**src/verilog/ddr_model_pkg.sv**
```systemverilog
// Widths and timing of the burst memory model. Only MEM_AW address bits are modelled and READ_LATENCY must be at least 2
package ddr_model_pkg;

    // Client bus widths
    localparam int ADDR_W  = 29;
    localparam int BEAT_W  = 64;
    localparam int BE_W    = 8;
    localparam int BURST_W = 8;

    // Modelled slice of the address space, in beats
    localparam int MEM_AW    = 10;
    localparam int MEM_DEPTH = 2 ** MEM_AW;

    // Cycles from the accepting edge to the first dout_ready
    localparam int READ_LATENCY = 16;
    // Busy period after reset release
    localparam int INIT_CYCLES  = 32;

    // Counter widths derived from the timing above
    localparam int LAT_W  = $clog2(READ_LATENCY);
    localparam int INIT_W = $clog2(INIT_CYCLES + 1);

    typedef logic [ADDR_W-1:0]  addr_t;
    typedef logic [BEAT_W-1:0]  beat_t;
    typedef logic [BE_W-1:0]    be_t;
    typedef logic [BURST_W-1:0] burst_t;
    typedef logic [MEM_AW-1:0]  mem_addr_t;
    typedef logic [LAT_W-1:0]   lat_t;
    typedef logic [INIT_W-1:0]  init_t;

    // Kind of an accepted request
    typedef enum logic {
        OP_READ  = 1'b0,
        OP_WRITE = 1'b1
    } op_t;

endpackage
```
**src/verilog/ddr_burst_exec.sv**
```systemverilog
// Burst sequencer. Addresses wrap at MEM_DEPTH and a read holds busy one cycle past its last beat
`timescale 1ns/10ps

module ddr_burst_exec (
    input  logic                      clk,
    input  logic                      rst,
    input  logic                      start,
    input  ddr_model_pkg::op_t        op,
    input  ddr_model_pkg::mem_addr_t  start_addr,
    input  ddr_model_pkg::burst_t     length,
    output logic                      idle,
    output logic                      wr_en,
    output ddr_model_pkg::mem_addr_t  beat_addr,
    output logic                      dout_ready
);

    import ddr_model_pkg::*;

    typedef enum logic [1:0] {
        IDLE    = 2'd0,
        WRITE   = 2'd1,
        LATENCY = 2'd2,
        READ    = 2'd3
    } state_t;

    state_t    state;
    burst_t    beat_cnt;
    mem_addr_t addr_cnt;
    lat_t      lat_cnt;

    always_ff @(posedge clk) begin
        if (rst) begin
            state    <= IDLE;
            beat_cnt <= '0;
            addr_cnt <= '0;
            lat_cnt  <= '0;
        end else begin
            case (state)
                IDLE: begin
                    if (start) begin
                        beat_cnt <= length;
                        addr_cnt <= start_addr;
                        // One latency cycle is spent in the start cycle
                        // and one on the edge into READ
                        lat_cnt  <= lat_t'(READ_LATENCY - 2);
                        if (op == OP_WRITE) begin
                            state <= WRITE;
                        end else begin
                            state <= LATENCY;
                        end
                    end
                end

                WRITE: begin
                    // One beat per edge, last one returns to idle
                    addr_cnt <= addr_cnt + mem_addr_t'(1);
                    beat_cnt <= beat_cnt - burst_t'(1);
                    if (beat_cnt == burst_t'(1)) begin
                        state <= IDLE;
                    end
                end

                LATENCY: begin
                    lat_cnt <= lat_cnt - lat_t'(1);
                    if (lat_cnt == '0) begin
                        state <= READ;
                    end
                end

                READ: begin
                    if (beat_cnt != '0) begin
                        addr_cnt <= addr_cnt + mem_addr_t'(1);
                        beat_cnt <= beat_cnt - burst_t'(1);
                    end else begin
                        // Tail cycle with dout_ready already low
                        state <= IDLE;
                    end
                end

                default: begin
                    state <= IDLE;
                end
            endcase
        end
    end

    assign idle       = (state == IDLE);
    assign wr_en      = (state == WRITE);
    assign dout_ready = (state == READ) && (beat_cnt != '0);
    assign beat_addr  = addr_cnt;

    // First read beat appears a fixed time after decode issued start
    property p_read_latency;
        @(posedge clk) disable iff (rst)
        $rose(dout_ready) |-> $past(start, READ_LATENCY);
    endproperty

    a_read_latency: assert property (p_read_latency)
        else $error("dout_ready rose without a start READ_LATENCY cycles before");

endmodule

```
**config.mk**
```make
export PLATFORM = sky130hd
export DESIGN_NAME = ddr_burst_exec
export DESIGN_NICKNAME = d
export VERILOG_FILES = /design/src/verilog/ddr_model_pkg.sv /design/src/verilog/ddr_burst_exec.sv
export SDC_FILE = /design/constraint.sdc
export NUM_CORES = 1
export LEC_CHECK = 0
export BUFFER_PORTS_ARGS = -buffer_cell sky130_fd_sc_hd__buf_2
export CORE_UTILIZATION = 40
export DETAILED_ROUTE_END_ITERATION = 8
export PLACE_DENSITY_LB_ADDON = 0.25
export SLEW_MARGIN = 20
export SYNTH_ARGS = -nofsm -noshare
export SYNTH_HDL_FRONTEND = slang
export SYNTH_SLANG_ARGS = --single-unit
```
**constraint.sdc**
```tcl
create_clock -name clk -period 3.2 [get_ports clk]
set_clock_uncertainty 0.2 [all_clocks]
set_input_delay 0.96 -clock clk [delete_from_list [all_inputs] [get_ports clk]]
set_output_delay 0.96 -clock clk [all_outputs]
set_load 0.005 [all_outputs]
```
Word-level counts from Yosys, hierarchy flattened
Cells that the tools add are included.
{ "classes": {"addsub": 3, "n_eq_ne": 9, "mux": 14, "reduce_logical": 9} }
{ "op_table": {"columns": ["operator", "n"], "rows": [
  ["case mux 10 bit (3 select lines)", 1],
  ["case mux 8 bit (3 select lines)", 1],
  ["two-way mux 10 bit", 2],
  ["two-way mux 8 bit", 2],
  ["adder 10 x 1 -> 10 bit (second input constant)", 1],
  ["two-way mux 2 bit", 5],
  ["== test 8 x 1 -> 1 bit (second input constant)", 1],
  ["!= test 2 bit (second input constant)", 4],
  ["case mux 2 bit (4 select lines)", 1],
  ["case mux 4 bit (2 select lines)", 1],
  ["nonzero test 8 bit", 1],
  ["subtractor 8 x 1 -> 8 bit (second input constant)", 1],
  ["== test 2 bit (second input constant)", 2],
  ["zero test 4 bit", 1],
  ["two-way mux 4 bit", 1],
  ["AND reduction 4 bit", 1],
  ["subtractor 4 x 1 -> 4 bit (second input constant)", 1],
  ["AND reduction 3 bit", 1],
  ["nonzero test 3 bit", 1],
  ["== test 2 x 1 -> 1 bit (second input constant)", 1],
  ["zero test 2 bit", 1],
  ["!= test 2 x 1 -> 1 bit (second input constant)", 1],
  ["AND reduction 2 bit", 1],
  ["nonzero test 2 bit", 1],
  ["logical AND 1 bit", 1]
]} }
{ "totals": {"reg_bits": 24} }

Logic depth before layout (Yosys ltp)
{ "logic_depth": {"depth_word": 3, "ltp_mapped": 7} }

Worst setup path after synthesis
Ideal clock, no wire load.
{ "synth_timing": {"path_type": "reg-to-output", "from": "reg beat_cnt[2]", "to": "out dout_ready", "arrival_ps": 1251, "required_ps": 2040, "setup_slack_ps": 789, "path_stages_with_launch": 4, "path_cell_list": "dfxtp_1 > or4_4 > nor3_1 > a21oi_1"} }
{ "synth_between": {"elab_chain_len": 2} }
{ "synth_lines": {"columns": ["item", "line", "text"], "rows": [
  ["start: declaration", "ddr_burst_exec.sv:27", "burst_t beat_cnt;"],
  ["start signal: assignment", "ddr_burst_exec.sv:41", "beat_cnt <= length;"],
  ["start signal: assignment", "ddr_burst_exec.sv:57", "beat_cnt <= beat_cnt - burst_t'(1);"],
  ["start signal: assignment", "ddr_burst_exec.sv:73", "beat_cnt <= beat_cnt - burst_t'(1);"],
  ["nonzero test 8 bit", "ddr_burst_exec.sv:89", "assign dout_ready = (state == READ) && (beat_cnt != '0);"],
  ["logical AND 1 bit", "ddr_burst_exec.sv:89", null],
  ["end: declaration", "ddr_burst_exec.sv:14", "output logic dout_ready"]
]} }
Every way passes these cells.

Worst setup path after layout
Same ends and word-level chain as after synthesis.

==> metrics.md <==
| Metric | Value |
|---|---|
| Syn nets | about 220 |
| Share of layout cells above drive strength 1 | approximately 22% |
| Setup violations, final | 0 |
| Yosys top cell area share | approximately 32% |
| Rel. slew slack | 48.67% |
| Tmin final | between 2 and 3 ns |
| Die area | just under 4000 um^2 |
| Worst-skew pair later-pin latency | about 0.27 ns |
| Peak VDD IR | a little under 0.0003 V |
| Crit-path cells | or4_4 -> nor3_1 -> a21oi_1 -> buf_2 |
| Worst-case clock buffer depth | 2 |
| Initial antenna violation count | 0 |
| Num CTS Buffers | 3 |
| IO Pins | 35 |
| FF+latch area | between 400 and 500 um^2 |
| DRT Pass-1 Iters | 4 |
| Placed Instances | roughly 260 |
| Reg clk slew, reported paths | about 0.090 ns |
| MaxCap Viol Count | 0 |
| Routed wire length | ~3.6 mm |
| Worst hold path cell count | 2 |
| Pre-CTS setup slack | about 0.55 ns |
| Standard-cell rows | 21 |
| Internal | between 500 and 600 uW |
| Hold EP | lat_cnt[0]$_SDFFE_PP0P_ |
| CTS tree | built |
| Logic pwr share | a little under a third |
| Worst setup margin | about 0.25 ns |
| Worst-case reg-to-reg path depth | 7 |
| Worst Tran Pin Value | about 0.77 ns |
| Vias/cell | 5.733 |
| Synthesized area | between 1000 and 1500 um^2 |
| Endpoints failing hold | 0 |
| ANT cells | 0 |
| Setup Buffers After CTS | 0 |
| CP Launch Type | flop |
| Largest net degree at the start of global routing | 28 |
| Sequential fraction of design power | between 40% and 50% |
| # fillers | approximately 350 |
| Critical path class | reg -> out |
| Critical hold path startpoint | lat_cnt[0]$_SDFFE_PP0P_ |
| Mean Syn Cell Area | 7.750 um^2 |
| Leakage | 0.0006941 uW |
| Predominant post-synthesis flop cell | dfxtp_1 |
| Max-slew violation count | 0 |
| Cts repair resizes | 0 |
| Critical path data arrival time | 1.79 ns |
| PwrDens | between 400 and 500 nW/um^2 |
| Synthesized instance count | approximately 190 |
| Reg2reg start | beat_cnt[0]$_SDFFE_PP0P_ |
| Switching Share | about a third |
| Final instance count without filler cells | around 270 |
| Die X | between 60 and 70 um |
| Flops & latches, synth | 24 |
| Unique masters post-synth | 42 |
| Vias in the first global route | around 1,300 |
| Setup TNS | 0 ns |
| Nets | between 200 and 250 |
| Unrepaired setup endpoints after global routing | no |
| Detail Route Antenna Nets | 0 |
| Critical path's largest stage delay | between 0.5 and 0.6 ns |
| Multi-input logic area | between 900 and 1000 um^2 |
| Initial Util | between 40% and 50% |
| Critical R2R Capture | beat_addr[2]$_SDFFE_PP0P_ |
| Gpl congestion | 0.7917 |
| Clk pwr share | between 20% and 30% |
| Drt initial violations | between 100 and 150 |
| Final worst-path cycle share | ~92% |
| Final Instance Area | between 1500 and 2000 um^2 |
| Core Area | roughly 3400 um^2 |
| Largest cells by area after synthesis | dfxtp_1 (32%), a211oi_1 (6.1%), nor2_1 (5.1%) |
| Number of enable flip-flop cells after synthesis | 0 |
| Sequential-to-total area share from yosys stat | around 32% |
| Yosys Warn Count | 0 |
| Wire length per cell | ~13 um |
| First-pass GRT wire length | between 6 and 7 mm |
| Chip Height | 62.83 um |
| Number of H-tree levels | 1 |
| CTS root buffer | clkbuf_8 |
| Placed inst area | between 1500 and 2000 um^2 |
| Via count | roughly 1,500 |
| Worst EP required | 2.04 ns |
| Total Power | 866.7 uW |
| Most frequent cells in the layout | buf_2 (34), dfxtp_1 (24), nor2_1 (20) |
| Critical path's slowest cell | or4_4 |
| DR DRC count | 0 |
| Endpoint type of the worst setup path | output port |
| Total GRT Usage | 19.19% |
| CTS Hold Bufs | 0 |
| CP max FO | 6 |
| Max Fclk | about 0.34 GHz |
| Syn-to-layout area delta | 17.84% |
| I/O Buffers | 34 |
| GRT Residual Overflow | 0 |
| Status | complete, no violations |
| Largest area contributor in the netlist | dfxtp_1 |
| Share of flip-flops with an asynchronous set or reset | 0% |
| Clk sinks | 24 |
| Commonest non-fill, non-tap cell in the layout | buf_2 |
| R2r setup slk | between 0.8 and 0.9 ns |
| Net Sw Power | 294.9 uW |
| Worst hold path type | reg -> reg |
| DP Wirelength | between 2 and 3 mm |
critical path, delay by kind of cell, from the launching register on:
kind | cells | cell delay [ns]
and+or+nand+nor | 2 | 0.89
DFF | 1 | 0.35
buffers and inverters | 1 | 0.14
AOI/OAI and AO/OA | 1 | 0.13
metal layers:
layer | global-route usage [%] | part of all wire (%) | wire (um)
met4 | 5.233 | 0.56 | 20
met5 | 0 | 0 | 0
met3 | 4.745 | 6.5 | 230
met2 | 30.03 | 47 | 1674
met1 | 25.94 | 46 | 1636
flip-flops by register name (all words and copies together), names as in the netlist:
signal	count
beat_addr	10
beat_cnt	8
lat_cnt	4
state	2
synthesized netlist by cell type (2+ instances only):
| master | number |
|---|---|
| dfxtp_1 | 24 |
| nor2_1 | 20 |
| nand2_1 | 15 |
| a21oi_1 | 13 |
| o21ai_0 | 13 |
| a211oi_1 | 12 |
| clkbuf_1 | 11 |
| inv_1 | 9 |
| nand3_1 | 9 |
| a31oi_1 | 5 |
| ha_1 | 5 |
| nor2b_1 | 5 |
| a311oi_1 | 4 |
| nor3_1 | 4 |
| buf_2 | 3 |
| mux2i_1 | 3 |
| o21a_1 | 3 |
| o32ai_1 | 3 |
| or4_1 | 3 |
| nand4b_1 | 2 |
| nor4bb_1 | 2 |
| o21bai_1 | 2 |
| o22ai_1 | 2 |
power by group through the flow:
stage	logic, uW	registers (uW)	clock network, uW
2_1_floorplan	203	377	0
3_3_place_gp	271	394	0
3_5_place_dp	270	394	0
4_1_cts	271	387	215
5_1_grt	304	397	230
6_report	270	388	209
logic make-up after synthesis:
family                   synth area share [%]
AO/OA/AOI/OAI                           28.99
buffers and inverters                   6.086
multiplexers                            2.790
AND/OR/NAND/NOR                         25.45
flip-flops                              32.46
adder cells (fa/ha/maj)                 4.227
final cells by class:
class	instances	share of cell area [%]
clock buffers	4	3.156
repair buffers	39	11.91
multi-input cells	144	52.15
well taps	46	3.300
inverters	9	1.937
flip-flops and latches	24	27.55
through the flow:
step                util, %  hold slack [ns]
floorplan                 -           0.2634
global placement      49.07           0.2921
detailed placement    49.07           0.2869
CTS                   50.67           0.3018
global route          50.67           0.3349
finish                50.67           0.2997
how the worst max path moves through the flow:
stage	slack (ns)	endpoint	start	depth (start not counted)
after global placement	0.60	dout_ready	beat_cnt[2]$_SDFFE_PP0P_	4
after detailed placement	0.55	dout_ready	beat_cnt[2]$_SDFFE_PP0P_	4
final	0.25	dout_ready	beat_cnt[2]$_SDFFE_PP0P_	4
after floorplan	0.79	dout_ready	beat_cnt[2]$_SDFFE_PP0P_	3
after global routing	0.09	dout_ready	beat_cnt[2]$_SDFFE_PP0P_	4
after CTS	0.25	dout_ready	beat_cnt[2]$_SDFFE_PP0P_	4
No activity file was read; power rests on OpenSTA's default activity.
